## config.mk

```make
export PLATFORM = sky130hd
export DESIGN_NAME = spi_flash_ctrl
export DESIGN_NICKNAME = d
export VERILOG_FILES = /design/src/common/spi_flash_pkg.sv /design/src/spi_master/spi_frame_builder.sv /design/src/spi_master/spi_sclk_gen.sv /design/src/spi_master/spi_shifter.sv /design/src/spi_master/spi_master_fsm.sv /design/src/source/spi_wb_regs.sv /design/src/source/spi_flash_ctrl.sv
export VERILOG_INCLUDE_DIRS = /design/src /design/src/common
export SDC_FILE = /design/constraint.sdc
export NUM_CORES = 1
export LEC_CHECK = 0
export ABC_AREA = 1
export BUFFER_PORTS_ARGS = -buffer_cell sky130_fd_sc_hd__clkbuf_2
export CAP_MARGIN = 20
export CORE_AREA = 2 2 211 213
export CTS_BUF_LIST = sky130_fd_sc_hd__clkbuf_4
export CTS_CLUSTER_DIAMETER = 30
export CTS_CLUSTER_SIZE = 14
export DETAILED_ROUTE_END_ITERATION = 16
export DIE_AREA = 0 0 213 215
export HOLD_SLACK_MARGIN = 0.12
export SYNTH_ARGS = -nofsm -noshare
export SYNTH_HDL_FRONTEND = slang
export SYNTH_SLANG_ARGS = --single-unit
export TNS_END_PERCENT = 5
```

## constraint.sdc

```tcl
create_clock -name clk -period 12.1 [get_ports clk]
set_input_delay 2.42 -clock clk [delete_from_list [all_inputs] [get_ports clk]]
set_output_delay 2.42 -clock clk [all_outputs]
set_load 0.05 [all_outputs]
```

## src/common/spi_flash_params.svh

```systemverilog
`ifndef SPI_FLASH_PARAMS_SVH
`define SPI_FLASH_PARAMS_SVH

// Bus and payload widths
`define SPI_DATA_W 32
`define SPI_ADDR_W 24
`define SPI_CMD_W 8

// Opcode + address + write data, sent MSB first
`define SPI_FRAME_W 64
`define SPI_CNT_W 7

`define SPI_CLKS_PER_HALF 2

`endif

```

## src/common/spi_flash_pkg.sv

```systemverilog
`include "spi_flash_params.svh"

package spi_flash_pkg;

    typedef logic [`SPI_DATA_W-1:0] word_t;

    typedef struct packed {
        logic       cyc;
        logic       stb;
        logic       we;
        logic [2:0] adr;
        word_t      dat;
    } wb_req_t;

    typedef struct packed {
        logic  ack;
        word_t dat;
    } wb_rsp_t;

    typedef struct packed {
        logic [`SPI_CMD_W-1:0]  opcode;
        logic                   has_addr;
        logic                   is_read;
        logic [3:0]             dummy;
        logic [5:0]             nbits;
        logic [`SPI_ADDR_W-1:0] addr;
        word_t                  wdata;
    } spi_cmd_t;

    typedef struct packed {
        logic [`SPI_FRAME_W-1:0] txbits;
        logic [`SPI_CNT_W-1:0]   ntx;
        logic [3:0]              ndummy;
        logic [5:0]              nrx;
    } spi_frame_t;

    typedef enum logic [2:0] {
        CTRL   = 3'd0,
        ADDR   = 3'd1,
        WDATA  = 3'd2,
        RDATA  = 3'd3,
        STATUS = 3'd4
    } reg_addr_e;

endpackage

```

## src/spi_master/spi_frame_builder.sv

```systemverilog
`timescale 1ns/1ps
`include "spi_flash_params.svh"

module spi_frame_builder (
    input  logic                      clk,
    input  logic                      rst,
    input  spi_flash_pkg::spi_cmd_t   cmd,
    input  logic                      start_build,
    output spi_flash_pkg::spi_frame_t frame
);

    logic [`SPI_DATA_W-1:0]  data_mask;
    logic [`SPI_DATA_W-1:0]  data_bits;
    logic [`SPI_FRAME_W-1:0] txbits;
    logic [`SPI_CNT_W-1:0]   ntx;

    // Top nbits of the write word only
    assign data_mask = ~({`SPI_DATA_W{1'b1}} >> cmd.nbits);
    assign data_bits = cmd.is_read ? '0 : (cmd.wdata & data_mask);

    always_comb begin
        txbits = '0;
        txbits[`SPI_FRAME_W-1 -: `SPI_CMD_W] = cmd.opcode;
        if (cmd.has_addr) begin
            txbits[`SPI_FRAME_W-`SPI_CMD_W-1 -: `SPI_ADDR_W] = cmd.addr;
            txbits[`SPI_DATA_W-1:0] = data_bits;
        end else begin
            txbits[`SPI_FRAME_W-`SPI_CMD_W-1 -: `SPI_DATA_W] = data_bits;
        end
    end

    assign ntx = `SPI_CNT_W'(`SPI_CMD_W)
               + (cmd.has_addr ? `SPI_CNT_W'(`SPI_ADDR_W) : `SPI_CNT_W'(0))
               + (cmd.is_read ? `SPI_CNT_W'(0) : `SPI_CNT_W'(cmd.nbits));

    always_ff @(posedge clk or posedge rst) begin
        if (rst) begin
            frame <= '0;
        end else if (start_build) begin
            frame.txbits <= txbits;
            frame.ntx    <= ntx;
            frame.ndummy <= cmd.dummy;
            frame.nrx    <= cmd.is_read ? cmd.nbits : 6'd0;
        end
    end

endmodule

```

## src/spi_master/spi_sclk_gen.sv

```systemverilog
`timescale 1ns/1ps
`include "spi_flash_params.svh"

module spi_sclk_gen #(
    parameter int CLKS_PER_HALF = `SPI_CLKS_PER_HALF,
    parameter bit CPOL          = 1'b0,
    parameter bit CPHA          = 1'b0
) (
    input  logic clk,
    input  logic rst,
    input  logic sclk_en,
    output logic sclk,
    output logic launch,
    output logic sample
);

    localparam int CNT_W = $clog2(CLKS_PER_HALF + 1);
    localparam logic [CNT_W-1:0] CNT_MAX = CNT_W'(CLKS_PER_HALF - 1);

    logic [CNT_W-1:0] cnt;
    logic             edge_now;
    logic             lead;
    logic             trail;

    // Strobes line up with the edge at which sclk itself toggles
    assign edge_now = sclk_en & (cnt == CNT_MAX);
    assign lead     = edge_now & (sclk == CPOL);
    assign trail    = edge_now & (sclk != CPOL);

    assign launch = CPHA ? lead : trail;
    assign sample = CPHA ? trail : lead;

    always_ff @(posedge clk or posedge rst) begin
        if (rst) begin
            cnt  <= '0;
            sclk <= CPOL;
        end else if (!sclk_en) begin
            cnt  <= '0;
            sclk <= CPOL;
        end else if (edge_now) begin
            cnt  <= '0;
            sclk <= ~sclk;
        end else begin
            cnt <= cnt + 1'b1;
        end
    end

endmodule

```

## src/spi_master/spi_shifter.sv

```systemverilog
`timescale 1ns/1ps
`include "spi_flash_params.svh"

module spi_shifter (
    input  logic                      clk,
    input  logic                      rst,
    input  spi_flash_pkg::spi_frame_t frame,
    input  logic                      load,
    input  logic                      launch,
    input  logic                      sample,
    output logic                      mosi,
    input  logic                      miso,
    output spi_flash_pkg::word_t      rdata,
    output logic                      last
);

    logic [`SPI_FRAME_W-1:0] sr;
    logic [`SPI_CNT_W-1:0]   cnt;
    logic [`SPI_CNT_W-1:0]   rx_first;
    logic [`SPI_CNT_W-1:0]   total;

    assign rx_first = frame.ntx + `SPI_CNT_W'(frame.ndummy);
    assign total    = rx_first + `SPI_CNT_W'(frame.nrx);

    // Frame is zero padded, so dummy and read phases see mosi low
    assign mosi = sr[`SPI_FRAME_W-1];
    assign last = sample & (cnt == total - 1'b1);

    always_ff @(posedge clk or posedge rst) begin
        if (rst) begin
            sr    <= '0;
            cnt   <= '0;
            rdata <= '0;
        end else if (load) begin
            sr    <= frame.txbits;
            cnt   <= '0;
            rdata <= '0;
        end else begin
            // First bit already sits on mosi from load, so no shift before a sample
            if (launch && cnt != '0) begin
                sr <= {sr[`SPI_FRAME_W-2:0], 1'b0};
            end
            if (sample) begin
                cnt <= cnt + 1'b1;
                if (cnt >= rx_first) begin
                    rdata <= {rdata[`SPI_DATA_W-2:0], miso};
                end
            end
        end
    end

endmodule

```

## src/spi_master/spi_master_fsm.sv

```systemverilog
`timescale 1ns/1ps
`include "spi_flash_params.svh"

module spi_master_fsm #(
    parameter int CLKS_PER_HALF = `SPI_CLKS_PER_HALF,
    parameter bit CPOL          = 1'b0,
    parameter bit CPHA          = 1'b0
) (
    input  logic                    clk,
    input  logic                    rst,
    input  spi_flash_pkg::spi_cmd_t cmd,
    input  logic                    start,
    output logic                    busy,
    output logic                    done,
    output spi_flash_pkg::word_t    rdata,
    output logic                    sclk,
    output logic                    cs_n,
    output logic                    mosi,
    input  logic                    miso
);

    typedef enum logic [1:0] {IDLE, BUILD, XFER, END} state_e;

    state_e                    state;
    spi_flash_pkg::spi_cmd_t   cmd_q;
    spi_flash_pkg::spi_frame_t frame;
    logic                      start_build;
    logic                      load;
    logic                      sclk_en;
    logic                      launch;
    logic                      sample;
    logic                      last;

    assign start_build = (state == BUILD);
    assign busy        = (state != IDLE);
    assign done        = (state == END);

    always_ff @(posedge clk) begin
        if (start && state == IDLE) begin
            cmd_q <= cmd;
        end
    end

    always_ff @(posedge clk or posedge rst) begin
        if (rst) begin
            state   <= IDLE;
            load    <= 1'b0;
            sclk_en <= 1'b0;
            cs_n    <= 1'b1;
        end else begin
            load <= 1'b0;
            case (state)
                IDLE: if (start) state <= BUILD;
                BUILD: begin
                    // Frame is registered by now, shifter picks it up next cycle
                    load  <= 1'b1;
                    state <= XFER;
                end
                XFER: begin
                    if (load) begin
                        cs_n    <= 1'b0;
                        sclk_en <= 1'b1;
                    end
                    if (last) begin
                        sclk_en <= 1'b0;
                        state   <= END;
                    end
                end
                END: begin
                    cs_n  <= 1'b1;
                    state <= IDLE;
                end
                default: state <= IDLE;
            endcase
        end
    end

    spi_frame_builder builder_i (
        .clk         (clk),
        .rst         (rst),
        .cmd         (cmd_q),
        .start_build (start_build),
        .frame       (frame)
    );

    spi_sclk_gen #(
        .CLKS_PER_HALF (CLKS_PER_HALF),
        .CPOL          (CPOL),
        .CPHA          (CPHA)
    ) sclk_gen_i (
        .clk     (clk),
        .rst     (rst),
        .sclk_en (sclk_en),
        .sclk    (sclk),
        .launch  (launch),
        .sample  (sample)
    );

    spi_shifter shifter_i (
        .clk    (clk),
        .rst    (rst),
        .frame  (frame),
        .load   (load),
        .launch (launch),
        .sample (sample),
        .mosi   (mosi),
        .miso   (miso),
        .rdata  (rdata),
        .last   (last)
    );

endmodule

```

## src/source/spi_wb_regs.sv

```systemverilog
`timescale 1ns/1ps
`include "spi_flash_params.svh"

module spi_wb_regs (
    input  logic                    clk,
    input  logic                    rst,
    input  spi_flash_pkg::wb_req_t  wb_req,
    output spi_flash_pkg::wb_rsp_t  wb_rsp,
    output spi_flash_pkg::spi_cmd_t cmd,
    output logic                    start,
    input  logic                    busy,
    input  logic                    done,
    input  spi_flash_pkg::word_t    rdata
);

    logic                      access;
    logic                      ack_q;
    logic [19:0]               ctrl_q;
    logic [`SPI_ADDR_W-1:0]    addr_q;
    spi_flash_pkg::word_t      wdata_q;
    spi_flash_pkg::word_t      rdata_q;
    spi_flash_pkg::word_t      dat_q;
    spi_flash_pkg::word_t      rd_mux;
    spi_flash_pkg::reg_addr_e  sel;

    assign access = wb_req.cyc & wb_req.stb & ~ack_q;
    assign sel    = spi_flash_pkg::reg_addr_e'(wb_req.adr);
    assign start  = access & wb_req.we & (sel == spi_flash_pkg::CTRL) & ~busy;

    // Control fields taken off the bus, the FSM samples them on start
    assign cmd.opcode   = wb_req.dat[7:0];
    assign cmd.has_addr = wb_req.dat[8];
    assign cmd.is_read  = wb_req.dat[9];
    assign cmd.dummy    = wb_req.dat[13:10];
    assign cmd.nbits    = wb_req.dat[19:14];
    assign cmd.addr     = addr_q;
    assign cmd.wdata    = wdata_q;

    assign wb_rsp.ack = ack_q;
    assign wb_rsp.dat = dat_q;

    always_comb begin
        case (sel)
            spi_flash_pkg::CTRL:   rd_mux = {12'b0, ctrl_q};
            spi_flash_pkg::ADDR:   rd_mux = {{(`SPI_DATA_W-`SPI_ADDR_W){1'b0}}, addr_q};
            spi_flash_pkg::WDATA:  rd_mux = wdata_q;
            spi_flash_pkg::RDATA:  rd_mux = rdata_q;
            spi_flash_pkg::STATUS: rd_mux = {{(`SPI_DATA_W-1){1'b0}}, busy};
            default:               rd_mux = '0;
        endcase
    end

    always_ff @(posedge clk or posedge rst) begin
        if (rst) begin
            ack_q   <= 1'b0;
            ctrl_q  <= '0;
            addr_q  <= '0;
            wdata_q <= '0;
            rdata_q <= '0;
        end else begin
            ack_q <= access;
            if (access && wb_req.we) begin
                case (sel)
                    // Ignored while a frame is running
                    spi_flash_pkg::CTRL:  if (!busy) ctrl_q <= wb_req.dat[19:0];
                    spi_flash_pkg::ADDR:  addr_q <= wb_req.dat[`SPI_ADDR_W-1:0];
                    spi_flash_pkg::WDATA: wdata_q <= wb_req.dat;
                    default: ;
                endcase
            end
            if (done) begin
                rdata_q <= rdata;
            end
        end
    end

    always_ff @(posedge clk) begin
        if (access) begin
            dat_q <= rd_mux;
        end
    end

endmodule

```

## src/source/spi_flash_ctrl.sv

```systemverilog
`timescale 1ns/1ps
`include "spi_flash_params.svh"

module spi_flash_ctrl #(
    parameter int CLKS_PER_HALF = `SPI_CLKS_PER_HALF,
    parameter bit CPOL          = 1'b0,
    parameter bit CPHA          = 1'b0
) (
    input  logic                   clk,
    input  logic                   rst,
    input  spi_flash_pkg::wb_req_t wb_req,
    output spi_flash_pkg::wb_rsp_t wb_rsp,
    output logic                   sclk,
    output logic                   cs_n,
    output logic                   mosi,
    input  logic                   miso
);

    spi_flash_pkg::spi_cmd_t cmd;
    spi_flash_pkg::word_t    rdata;
    logic                    start;
    logic                    busy;
    logic                    done;

    spi_wb_regs regs_i (
        .clk    (clk),
        .rst    (rst),
        .wb_req (wb_req),
        .wb_rsp (wb_rsp),
        .cmd    (cmd),
        .start  (start),
        .busy   (busy),
        .done   (done),
        .rdata  (rdata)
    );

    spi_master_fsm #(
        .CLKS_PER_HALF (CLKS_PER_HALF),
        .CPOL          (CPOL),
        .CPHA          (CPHA)
    ) master_i (
        .clk   (clk),
        .rst   (rst),
        .cmd   (cmd),
        .start (start),
        .busy  (busy),
        .done  (done),
        .rdata (rdata),
        .sclk  (sclk),
        .cs_n  (cs_n),
        .mosi  (mosi),
        .miso  (miso)
    );

endmodule

```

==> insert_results.sql, run 1 <==
INSERT INTO impl_metrics (metric_group, metric, value, unit) VALUES
('drt', 'avgRoutedWirePerCell', '17.64', 'um'),
('flow_run', 'max_cap_viol_count', '0', ''),
('cts', 'cts_tree', 'built', ''),
('timing', 'finalHoldViolations', '0', ''),
('drt', 'detail_routed_via_count_per_cell', '5.125', ''),
('setup_path', 'critPathMaxFanout', '2', ''),
('cts', 'clkSinkCount', '409', ''),
('finish', 'post-route-cell-area', '19470', 'um2'),
('grt', 'initial_antenna_violation_count', '1', ''),
('synthesis', 'synth_edf_count', '108', ''),
('setup_path', 'path_delay_family', 'flip-flops', ''),
('setup_path', 'crit_type', 'reg2out', ''),
('cts', 'max-clock-path-buffers', '3', ''),
('setup_path', 'regToRegSetupSlack', '8.64', 'ns'),
('timing', 'post-route-period-util', '0.3302', ''),
('synthesis', 'netlist_area', '17190', 'um2'),
('timing', 'fin_hold_ws', '0.4382', 'ns'),
('die', 'num_rows', '77', ''),
('timing', 'transition_time_of_the_tightest_slew_check_pin', '1.025', 'ns'),
('setup_path', 'crit_slowest_cell', 'dfstp_2', ''),
('synthesis', 'ys_async_sr_fraction', '0.7359', ''),
('finish', 'area.growth.synth_to_final', '13.26', '%'),
('cts', 'cts_made_buffers', '85', ''),
('drt', 'detail_route.iter0.violations', '1102', ''),
('timing', 'clock-skew-final', '0.08232', 'ns'),
('setup_path', 'crit_path_cell_trace', 'clkbuf_2', ''),
('synthesis', 'yosys_warnings', '0', ''),
('setup_path', 'startpoint', 'master_i.cs_n', ''),
('power', 'pwr_density_cell', '236.0', 'nW/um2'),
('timing', 'slew-limit-headroom', '0.3164', ''),
('synthesis', 'seq_area_frac_synth', '0.6268', ''),
('synthesis', 'syn_area_per_cell', '10.27', 'um2'),
('placed_design', 'detailedPlacementHpwl', '28.15', 'mm'),
('setup_path', 'timing.rr.end', 'master_i.builder_i.frame[64]', ''),
('cts', 'cts_setup_buffers', '0', ''),
('placed_design', 'gp_routability_congestion', '0.8991', ''),
('placed_design', 'detailed_place.area', '18020', 'um2'),
('setup_path', 'reg2regPathDepth', '7', ''),
('timing', 'totalNegativeSetupSlack', '0', 'ns'),
('grt', 'grt_pass1_wl', '68.77', 'mm'),
('die', 'io_pins', '77', ''),
('setup_path', 'max_stage_delay', '0.53', 'ns'),
('finish', 'final_layout_size_suffix_gt1_frac', '0.1621', ''),
('drt', 'routed-via-count', '12460', ''),
('synthesis', 'post_synth_num_cell_types', '44', ''),
('synthesis', 'yosys.cell_count.top_type', 'nand2_1', ''),
('setup_path', 'end_kind', 'output port', ''),
('synthesis', 'synth_top_area_frac', '0.4366', ''),
('setup_path', 'critPathRequiredTime', '9.68', 'ns'),
('worst_hold_path', 'min_path_cells', '0', ''),
('synthesis', 'synth_flop_cell', 'dfrtp_1', ''),
('grt', 'grt-ovfl-total', '0', ''),
('synthesis', 'synth.area.top_cells', 'dfrtp_1 (44%), edfxtp_1 (19%), nand2_1 (9.2%), o21ai_0 (4.7%), inv_1 (3.7%)', ''),
('synthesis', 'synthesized_netlist_cell_count', '1675', ''),
('die', 'core_area', '43640', 'um2'),
('drt', 'routed_wirelength', '42.89', 'mm'),
('setup_path', 'critical_path.reg2reg.startpoint', 'master_i.state[1]', ''),
('worst_hold_path', 'hp-class', 'reg2reg', ''),
('timing', 'rsz0062_at_grt', 'no', ''),
('timing', 'period_minus_slack', '3.995', 'ns'),
('synthesis', 'synth-seq-cells', '409', ''),
('synthesis', 'post-synth-top-area-cell', 'dfrtp_1', ''),
('worst_hold_path', 'hold_path_startpoint', 'regs_i.addr_q[6]', ''),
('power', 'max_ir_drop_vdd', '0.0001161', 'V'),
('synthesis', 'mappedNetlistNets', '1748', ''),
('status', 'status', 'finished, final reports clean', ''),
('die', 'die_area', '45800', 'um2'),
('setup_path', 'cp-start-kind', 'register', ''),
('cts', 'clk_transition_reported_paths', '0.12', 'ns'),
('finish', 'n_fill_cell', '4172', ''),
('grt', 'global_route.usage.total', '0.1921', '');
==> cell type report <==
cell class	count	area [um2]	area share
Antenna cell	1	2.502	0.0001285
Clock buffer	92	690.7	0.03547
Clock inverter	67	738.2	0.03791
Inverter	175	664.4	0.03412
Multi-Input combinational cell	1000	5324	0.2734
Sequential cell	409	10780	0.5535
Tap cell	592	740.7	0.03804
Timing Repair Buffer	95	535.5	0.02750
==> power by group <==
part           total (W)  leakage (nW)  switching (W)  internal (W)
Combinational    0.00142          2.99       0.000952      0.000466
Sequential       0.00187          4.93       0.000157       0.00172
Clock            0.00130         0.767       0.000647      0.000656
Total            0.00459          8.69        0.00176       0.00284
==> sequential cells by signal (all words and copies together) (netlist names) <==
signal	count
regs_i.dat_q	32
regs_i.ctrl_q	20
regs_i.ack_q	1
regs_i.rdata_q	32
master_i.cs_n	1
master_i.state	2
master_i.shifter_i.sr	64
master_i.sclk_en	1
master_i.sclk_gen_i.sclk	1
master_i.sclk_gen_i.cnt	2
master_i.cmd_q	76
regs_i.addr_q	24
regs_i.wdata_q	32
master_i.shifter_i.cnt	7
master_i.builder_i.frame	81
master_i.shifter_i.rdata	32
master_i.load	1
==> cells in the final DEF, fill, tap and decap left out, drive strengths merged <==
master and count:
bufinv 11, xor2 5, o221ai 27, ha 29, nand3 103, dfrtp 300
o21ai 191, a31oi 3, or2 1, fa 3, a221oi 19, clkbuf 168
nor3b 1, a22oi 31, diode 1, dfstp 1, inv 194, clkinvlp 11
xnor2 2, o22ai 20, edfxtp 108, nand2 423, nand4 9, o211ai 42
o2111ai 3, buf 19, mux2 8, a211o 1, nor3 7, nand3b 3
a22o 1, clkinv 26, a21boi 1, nor2 55, o311ai 1, a21oi 11
==> per-stage QoR <==
stage | utilization | total power (W) | setup WS [ns] | instances
final | 0.4462 | 0.004595 | 8.105 | 2431
after floorplan | - | 0.003010 | 1.364 | 1675
after global placement | 0.4129 | 0.003274 | 7.302 | 2270
after detailed placement | 0.4129 | 0.003308 | 7.274 | 2270
after CTS | 0.4457 | 0.004622 | 8.018 | 2429
after global routing | 0.4462 | 0.004920 | 7.795 | 2431
==> how the worst max path moves through the flow <==
stage / cells after the start / endpoint
2_1_floorplan: 1 / master_i.builder_i.frame[0]
3_3_place_gp: 4 / master_i.shifter_i.sr[50]
3_5_place_dp: 4 / master_i.shifter_i.sr[51]
4_1_cts: 1 / cs_n
5_1_grt: 4 / master_i.builder_i.frame[44]
6_report: 1 / cs_n
==> per-layer routing <==
layer / wire [um] / track usage / share of wire
met5: 0 / 0 / 0
met4: 952 / 0.06853 / 0.022
met3: 2272 / 0.03273 / 0.053
met2: 20180 / 0.2993 / 0.47
met1: 19490 / 0.2705 / 0.45
==> logic make-up (layout without fill, tap and decap cells) <==
logic type | Yosys count | in the layout | share of synthesized area
AOI/OAI and AO/OA | 351 | 351 | 0.1297
xor gates and xnor gates | 7 | 7 | 0.003566
adders and majority gates | 32 | 32 | 0.02460
buffers and inverters | 266 | 429 | 0.06498
DFF | 409 | 409 | 0.6268
muxes | 8 | 8 | 0.005240
other | 0 | 1 | 0
and+or+nand+nor | 602 | 602 | 0.1452
No activity file was read; power rests on OpenSTA's default activity.
==> run 2: changes to the inputs <==
==> constraint.sdc (replaced) <==
create_clock -name clk -period 4.02 [get_ports clk]
set_input_delay 0.804 -clock clk [delete_from_list [all_inputs] [get_ports clk]]
set_output_delay 0.804 -clock clk [all_outputs]
set_load 0.05 [all_outputs]
==> run 2 against run 1 <==
Largest cell class unchanged. Combinational power grew to 3.0 times the previous value. Via count is 0.46% lower. Cell area down 0.15%. Sequential power grew to 3.0 times the previous value. Highest routed layer unchanged. Sequential share of layout area is 0.082 points higher. Setup slack worse by 7.3 ns. Hold slack worse by 0.26 ns.
==> insert_results.sql, run 2 (synthesis results as in run 1) <==
INSERT INTO impl_metrics (metric_group, metric, value, unit) VALUES
('drt', 'drcViolationCount', '0', ''),
('timing', 'transition_time_of_the_tightest_slew_check_pin', '0.9566', 'ns'),
('power', 'total_leakage_power', '8.668', 'nW'),
('setup_path', 'critPathMaxFanout', '3', ''),
('flow_run', 'max_cap_viol_count', '0', ''),
('cts', 'clk_transition_reported_paths', '0.11', 'ns'),
('cts', 'htree_levels', '3', ''),
('finish', 'fin_cells', '2424', ''),
('timing', 'slew-limit-headroom', '0.3616', ''),
('finish', 'largest_register', 'master_i.builder_i.frame', ''),
('timing', 'period_minus_slack', '3.186', 'ns'),
('timing', 'post-route-period-util', '0.7926', ''),
('die', 'core_area', '43640', 'um2'),
('placed_design', 'gp_routability_congestion', '0.8602', ''),
('drt', 'routed_wirelength', '43.39', 'mm'),
('cts', 'insertion_delay', '0.78', 'ns'),
('finish', 'top_regs', 'master_i.builder_i.frame: 81 flops, master_i.cmd_q: 76 flops, master_i.shifter_i.sr: 64 flops', ''),
('power', 'power_frac_clock', '0.268', ''),
('timing', 'postLayoutSetupSlackWorst', '0.8339', 'ns'),
('finish', 'largest_register_ffs', '81', ''),
('die', 'die_area', '45800', 'um2'),
('die', 'starting_density_of_the_core', '0.3940', ''),
('power', 'internal_power', '0.008530', 'W'),
('die', 'floorplan.die.height', '215', 'um'),
('die', 'chipWidth', '213', 'um'),
('power', 'power.sequential.fraction', '0.416', ''),
('timing', 'final_max_slew_viol_count', '0', ''),
('grt', 'global_route.peak_usage_layer', 'met2', ''),
('power', 'pwr_density_cell', '699.2', 'nW/um2'),
('grt', 'global_route.usage.total', '0.1965', ''),
('timing', 'clock-skew-final', '0.08458', 'ns'),
('finish', 'multi_input_area', '5324', 'um2'),
('power', 'switching_share', '0.3726', ''),
('placed_design', 'detailed_place.area', '18130', 'um2'),
('cts', 'max-clock-path-buffers', '3', ''),
('grt', 'grt_max_degree', '86', ''),
('placed_design', 'placement.setup.worst_slack', '0.8582', 'ns'),
('placed_design', 'port-buffer-count', '76', ''),
('setup_path', 'end_kind', 'register', ''),
('finish', 'n_fill_cell', '4189', ''),
('placed_design', 'detailedPlacementHpwl', '29.63', 'mm'),
('status', 'status', 'finished, final reports clean', ''),
('setup_path', 'cp-start-kind', 'register', ''),
('finish', 'area.sequential', '10780', 'um2'),
('cts', 'clkSinkCount', '409', ''),
('setup_path', 'critPathRequiredTime', '4.67', 'ns'),
('worst_hold_path', 'hp-class', 'in2async', ''),
('grt', 'initial_antenna_violation_count', '1', ''),
('die', 'num_rows', '77', ''),
('power', 'design_power_total', '0.01360', 'W'),
('timing', 'setup_violations', '0', ''),
('cts', 'cts_hold_repair.buffers', '0', ''),
('setup_path', 'crit_arrival', '3.84', 'ns'),
('finish', 'layout_common_cells', 'nand2_1 (420), dfrtp_1 (299), inv_1 (170)', ''),
('grt', 'first_global_vias', '12460', ''),
('cts', 'cts_made_buffers', '79', ''),
('drt', 'routed-via-count', '12400', ''),
('finish', 'layout_commonest_cell', 'nand2_1', ''),
('grt', 'global_routing_usage_on_met1', '0.2737', ''),
('drt', 'detail-route-antenna-nets', '0', ''),
('drt', 'detail_routed_via_count_per_cell', '5.116', ''),
('power', 'comb_power_share', '0.316', ''),
('cts', 'cts_tree', 'built', ''),
('drt', 'detail_route.iter0.violations', '900', ''),
('drt', 'dr.pass1.iters', '5', ''),
('finish', 'final_layout_size_suffix_gt1_frac', '0.1524', ''),
('placed_design', 'post-place-cells', '2275', ''),
('die', 'io_pins', '77', ''),
('timing', 'finalHoldViolations', '0', ''),
('cts', 'cts.root.buffer_cell', 'clkbuf_4', ''),
('power', 'max_ir_drop_vdd', '0.0003838', 'V'),
('grt', 'grt_pass1_wl', '69.95', 'mm'),
('finish', 'post-route-cell-area', '19440', 'um2'),
('power', 'net_switching_component_of_the_power', '0.005066', 'W'),
('finish', 'area.growth.synth_to_final', '13.09', '%'),
('grt', 'grt_use_met3', '0.03873', ''),
('timing', 'max_freq', '0.3139', 'GHz'),
('cts', 'cts_setup_buffers', '0', ''),
('grt', 'met2_usage', '0.2942', ''),
('grt', 'grt-ovfl-total', '0', ''),
('cts', 'post_cts_resized', '0', ''),
('drt', 'avgRoutedWirePerCell', '17.90', 'um'),
('setup_path', 'crit_type', 'reg2reg', ''),
('timing', 'rsz0062_at_grt', 'no', ''),
('finish', 'layout.nets', '1838', '');
## run 2: final timing paths
| kind | endpoint | start | slack, ns | cells past startpoint |
|---|---|---|---|---|
| max reg2reg | master_i.state[0] | master_i.builder_i.frame[6] | 0.83 | 17 |
| max | master_i.state[0] | master_i.builder_i.frame[6] | 0.83 | 17 |
| min | master_i.shifter_i.rdata[10] | rst | 0.18 | 2 |
| max in group asynchronous | master_i.shifter_i.sr[57] | rst | 2.88 | 3 |
| min in group clk | master_i.shifter_i.rdata[0] | miso | 0.25 | 3 |
| min reg2reg | master_i.builder_i.frame[6] | master_i.cmd_q[62] | 0.45 | 2 |
## run 2: cell type report
cell class | count | area share
multi-input combinational | 1000 | 0.2738
tap | 592 | 0.03809
sequential | 409 | 0.5543
clock buffer | 91 | 0.03513
antenna | 1 | 0.0001287
timing repair buffer | 100 | 0.03333
inverter | 175 | 0.03397
clock inverter | 56 | 0.03127
## run 2: through the flow
step | hold WS [ns] | utilization | TNS (ns)
after floorplan | 0.4254 | - | -262.20
after global placement | 0.4333 | 0.4154 | 0
after detailed placement | 0.4376 | 0.4154 | 0
after CTS | 0.1354 | 0.4450 | 0
after global routing | 0.1962 | 0.4455 | 0
final | 0.1787 | 0.4455 | 0
## run 2: worst max-delay path: stages (launching register included)
cell     delay [ns]
dfrtp_1        0.36
ha_1           0.16
inv_1          0.06
fa_1           0.46
xor2_1         0.20
ha_1           0.30
inv_1          0.07
fa_1           0.55
xnor2_1        0.13
nand3_1        0.10
nor2_1         0.11
nand3_1        0.07
nor2_1         0.08
nand2_1        0.10
nand2_1        0.12
nand2_1        0.08
nand2_1        0.07
nand2_1        0.05
## run 2: power groups by stage
stage / sequential, W / clock [W] / combinational (W)
2_1_floorplan: 0.00567 / 0 / 0.00339
3_3_place_gp: 0.00572 / 0 / 0.00422
3_5_place_dp: 0.00574 / 0 / 0.00430
4_1_cts: 0.00566 / 0.00374 / 0.00433
5_1_grt: 0.00576 / 0.00395 / 0.00490
6_report: 0.00566 / 0.00364 / 0.00429
## run 2: routing by layer
metal  up-vias  wire length [um]  part of all wire
met5         -                 0                 0
met4         0              1708             0.039
met3        99              2367             0.055
met2       362             19700              0.45
met1      6029             19610              0.45
li1       5912                 -                 -
==> run 3: changes to the inputs <==
--- a/config.mk
+++ b/config.mk
@@ -6,15 +6,15 @@
 export SDC_FILE = /design/constraint.sdc
 export NUM_CORES = 1
 export LEC_CHECK = 0
-export ABC_AREA = 1
+export ABC_AREA = 0
 export BUFFER_PORTS_ARGS = -buffer_cell sky130_fd_sc_hd__clkbuf_2
 export CAP_MARGIN = 20
-export CORE_AREA = 2 2 211 213
+export CORE_AREA = 2 2 213 215
 export CTS_BUF_LIST = sky130_fd_sc_hd__clkbuf_4
 export CTS_CLUSTER_DIAMETER = 30
 export CTS_CLUSTER_SIZE = 14
 export DETAILED_ROUTE_END_ITERATION = 16
-export DIE_AREA = 0 0 213 215
+export DIE_AREA = 0 0 215 217
 export HOLD_SLACK_MARGIN = 0.12
 export SYNTH_ARGS = -nofsm -noshare
 export SYNTH_HDL_FRONTEND = slang
==> constraint.sdc (replaced) <==
create_clock -name clk -period 2.8 [get_ports clk]
set_input_delay 0.56 -clock clk [delete_from_list [all_inputs] [get_ports clk]]
set_output_delay 0.56 -clock clk [all_outputs]
set_load 0.05 [all_outputs]
==> run 3 against run 2 <==
Via count fell by 10%. Total power fell by 11%. Hold slack improved by 0.12 ns. The run now ends with negative setup slack left. Combinational power fell by 87%. Sequential cell count did not move. Maximum frequency fell by 1.1%. Critical path type unchanged. Routed wire length fell by 6.9%.
==> insert_results.sql, run 3 <==
INSERT INTO impl_metrics (metric_group, metric, value, unit) VALUES
('status', 'status', 'finished with violations', ''),
('status', 'violations_in_the_final_reports', 'negative setup slack', ''),
('power', 'comb_power_share', '0.045', ''),
('timing', 'transition_time_of_the_tightest_slew_check_pin', '0.8220', 'ns'),
('synthesis', 'syn_area_per_cell', '12.59', 'um2'),
('drt', 'routed-via-count', '11110', ''),
('synthesis', 'synth_flop_cell', 'dfrtp_1', ''),
('timing', 'slew-limit-headroom', '0.4451', ''),
('synthesis', 'seq_area_frac_synth', '0.6159', ''),
('grt', 'grt-ovfl-total', '0', ''),
('setup_path', 'max_stage_delay', '0.45', 'ns'),
('drt', 'avgRoutedWirePerCell', '18.29', 'um'),
('power', 'switching_share', '0.2518', ''),
('finish', 'layout_common_cells', 'dfrtp_1 (299), nand2_1 (154), edfxtp_1 (108)', ''),
('grt', 'global_route.usage.total', '0.1768', ''),
('timing', 'clock-skew-final', '0.07028', 'ns'),
('synthesis', 'ys_async_sr_fraction', '0.7359', ''),
('timing', 'postLayoutSetupSlackWorst', '-0.4223', 'ns'),
('worst_hold_path', 'hp-class', 'in2reg', ''),
('die', 'core_area', '44700', 'um2'),
('power', 'power_frac_clock', '0.418', ''),
('cts', 'clkSinkCount', '409', ''),
('synthesis', 'synth_top_area_frac', '0.4290', ''),
('synthesis', 'synth-seq-cells', '409', ''),
('setup_path', 'crit_path_cell_trace', 'ha_2 -> inv_2 -> fa_1 -> ha_1 -> inv_1 -> ha_2 -> fa_1 -> xor2_1 -> nor3_1 -> nand3_1 -> nor4bb_2 -> mux2i_1 -> o2111ai_1', ''),
('die', 'num_rows', '78', ''),
('die', 'floorplan.die.height', '217', 'um'),
('cts', 'clk_transition_reported_paths', '0.11', 'ns'),
('setup_path', 'reg2regPathDepth', '13', ''),
('placed_design', 'placement.setup.worst_slack', '-0.4277', 'ns'),
('finish', 'n_fill_cell', '4200', ''),
('placed_design', 'gp_routability_congestion', '0.8861', ''),
('synthesis', 'synthesized_netlist_cell_count', '1390', ''),
('synthesis', 'synth.top_cells.by_count', 'dfrtp_1 (300), nand2_1 (154), edfxtp_1 (108)', ''),
('finish', 'final_layout_size_suffix_gt1_frac', '0.2488', ''),
('timing', 'setup_violations', '35', ''),
('cts', 'cts_tree', 'built', ''),
('power', 'pwr_density_cell', '591.7', 'nW/um2'),
('timing', 'max_freq', '0.3103', 'GHz'),
('power', 'net_switching_component_of_the_power', '0.003048', 'W'),
('finish', 'layout.nets', '1621', ''),
('timing', 'final_max_slew_viol_count', '0', ''),
('drt', 'detail_routed_via_count_per_cell', '5.028', ''),
('finish', 'area.growth.synth_to_final', '16.90', '%'),
('power', 'power.sequential.fraction', '0.538', ''),
('power', 'internal_power', '0.009056', 'W'),
('synthesis', 'synth_edf_count', '108', ''),
('drt', 'detail_route.iter0.violations', '763', ''),
('finish', 'layout_commonest_cell', 'dfrtp_1', ''),
('die', 'die_area', '46660', 'um2'),
('die', 'chipWidth', '215', 'um'),
('power', 'total_leakage_power', '9.027', 'nW'),
('grt', 'first_global_vias', '11530', ''),
('synthesis', 'mappedNetlistNets', '1463', ''),
('setup_path', 'crit_type', 'reg2reg', ''),
('timing', 'period_minus_slack', '3.222', 'ns'),
('synthesis', 'post_synth_num_cell_types', '65', ''),
('finish', 'largest_register', 'master_i.builder_i.frame', ''),
('setup_path', 'critPathRequiredTime', '3.41', 'ns'),
('setup_path', 'critPathMaxFanout', '2', ''),
('die', 'starting_density_of_the_core', '0.3915', ''),
('drt', 'drcViolationCount', '0', ''),
('drt', 'routed_wirelength', '40.41', 'mm'),
('timing', 'finalHoldViolations', '0', ''),
('setup_path', 'crit_slowest_cell', 'fa_1', ''),
('cts', 'htree_levels', '3', ''),
('grt', 'initial_antenna_violation_count', '2', ''),
('cts', 'max-clock-path-buffers', '3', ''),
('finish', 'top_regs', 'master_i.builder_i.frame: 81 flops, master_i.cmd_q: 76 flops, master_i.shifter_i.sr: 64 flops', ''),
('cts', 'insertion_delay', '0.76', 'ns'),
('synthesis', 'netlist_area', '17500', 'um2'),
('timing', 'rsz0062_at_grt', 'yes', ''),
('setup_path', 'end_kind', 'register', ''),
('drt', 'dr.pass1.iters', '5', ''),
('synthesis', 'yosys.cell_count.top_type', 'dfrtp_1', ''),
('synthesis', 'post-synth-top-area-cell', 'dfrtp_1', ''),
('drt', 'detail-route-antenna-nets', '0', ''),
('worst_hold_path', 'min_path_cells', '2', ''),
('finish', 'final_util', '0.4576', ''),
('cts', 'cts_made_buffers', '75', ''),
('synthesis', 'synth.area.top_cells', 'dfrtp_1 (43%), edfxtp_1 (19%), mux2_2 (6.8%), mux2i_1 (5.8%), nand2_1 (3.3%)', ''),
('placed_design', 'detailedPlacementHpwl', '28.58', 'mm'),
('grt', 'grt_max_degree', '75', ''),
('grt', 'grt_pass1_wl', '64.81', 'mm'),
('timing', 'post-route-period-util', '1.151', ''),
('power', 'max_ir_drop_vdd', '0.0004386', 'V'),
('synthesis', 'yosys_warnings', '0', ''),
('flow_run', 'max_cap_viol_count', '0', ''),
('finish', 'largest_register_ffs', '81', ''),
('placed_design', 'port-buffer-count', '76', ''),
('setup_path', 'cp-start-kind', 'register', ''),
('cts', 'cts.root.buffer_cell', 'clkbuf_4', ''),
('setup_path', 'crit_arrival', '3.83', 'ns'),
('die', 'io_pins', '77', '');
-- run 3: kinds of logic after synthesis --
logic type               after synthesis  synth area share
multiplexers                         209            0.1279
AO/OA/AOI/OAI                        258           0.09789
adder cells (fa/ha/maj)               32           0.02417
AND/OR/NAND/NOR                      316           0.08352
flip-flops                           409            0.6159
XOR/XNOR                              22           0.01180
buffers and inverters                144           0.03883
-- run 3: layout make-up --
type / count / area [um2] / share of cell area
timing repair buffer: 169 / 1339 / 0.06545
multi-input combinational: 837 / 6128 / 0.2996
tap: 600 / 750.7 / 0.03670
sequential: 409 / 10780 / 0.5270
clock buffer: 78 / 585.6 / 0.02863
clock inverter: 59 / 651.9 / 0.03187
inverter: 56 / 215.2 / 0.01052
antenna: 2 / 5.005 / 0.0002447
-- run 3: metrics by stage --
| stage | total power (W) | area [um2] | TNS (ns) | hold WS, ns | std cells |
|---|---|---|---|---|---|
| final | 0.01210 | 20460 | -7.508 | 0.2972 | 2210 |
| after global routing | 0.01265 | 20460 | -16.23 | 0.2578 | 2210 |
| after CTS | 0.01226 | 20440 | -7.357 | 0.2160 | 2208 |
| after detailed placement | 0.007133 | 18820 | -11.19 | 0.4561 | 2035 |
| after global placement | 0.007125 | 18820 | -8.085 | 0.4441 | 2035 |
| after floorplan | 0.006884 | 17500 | -620.92 | 0.4262 | 1390 |
-- run 3: path summary, 6_finish.rpt --
check	start	endpoint	slack [ns]
min in group asynchronous	rst	master_i.builder_i.frame[77]	0.46
max	master_i.builder_i.frame[6]	master_i.state[1]	-0.42
min reg2reg	master_i.builder_i.frame[52]	master_i.shifter_i.sr[35]	0.47
min	wb_req[34]	regs_i.dat_q[23]	0.30
max reg2reg	master_i.builder_i.frame[6]	master_i.state[1]	-0.42
max in group asynchronous	rst	master_i.shifter_i.sr[50]	1.56
-- run 3: worst max-delay path: cells and delay by family, from the launching register on --
kind	cells	cell delay (ns)
fa+ha+maj	5	1.55
xor+xnor	1	0.15
mux	1	0.13
simple gates	3	0.67
compound gates	1	0.11
buf+inv	2	0.09
flops	1	0.40
-- run 3: power by group through the flow --
stage | Clock, W | Sequential [W] | Combinational, W
3_3_place_gp | 0 | 0.00663 | 0.000499
4_1_cts | 0.00521 | 0.00651 | 0.000548
6_report | 0.00506 | 0.00651 | 0.000539
2_1_floorplan | 0 | 0.00661 | 0.000275
3_5_place_dp | 0 | 0.00663 | 0.000506
5_1_grt | 0.00552 | 0.00653 | 0.000589
-- run 3: metal layers --
metal	wire [um]	part of all wire	vias to the layer above	global-route usage
met3	1907	0.047	63	0.03494
met5	0	0	-	0
met4	961	0.024	0	0.06736
met1	18450	0.46	5447	0.2384
li1	-	-	5335	-
met2	19100	0.47	267	0.2838
-- run 3: what timing repair did --
action                                  4_1_cts  5_1_grt
buffers inserted                              2        0
resized for setup                             6        2
hold endpoints to repair                    106        0
gates cloned                                  0        0
endpoints found under the setup margin       35       35
hold buffers                                 34        0
pin swaps                                     5        1
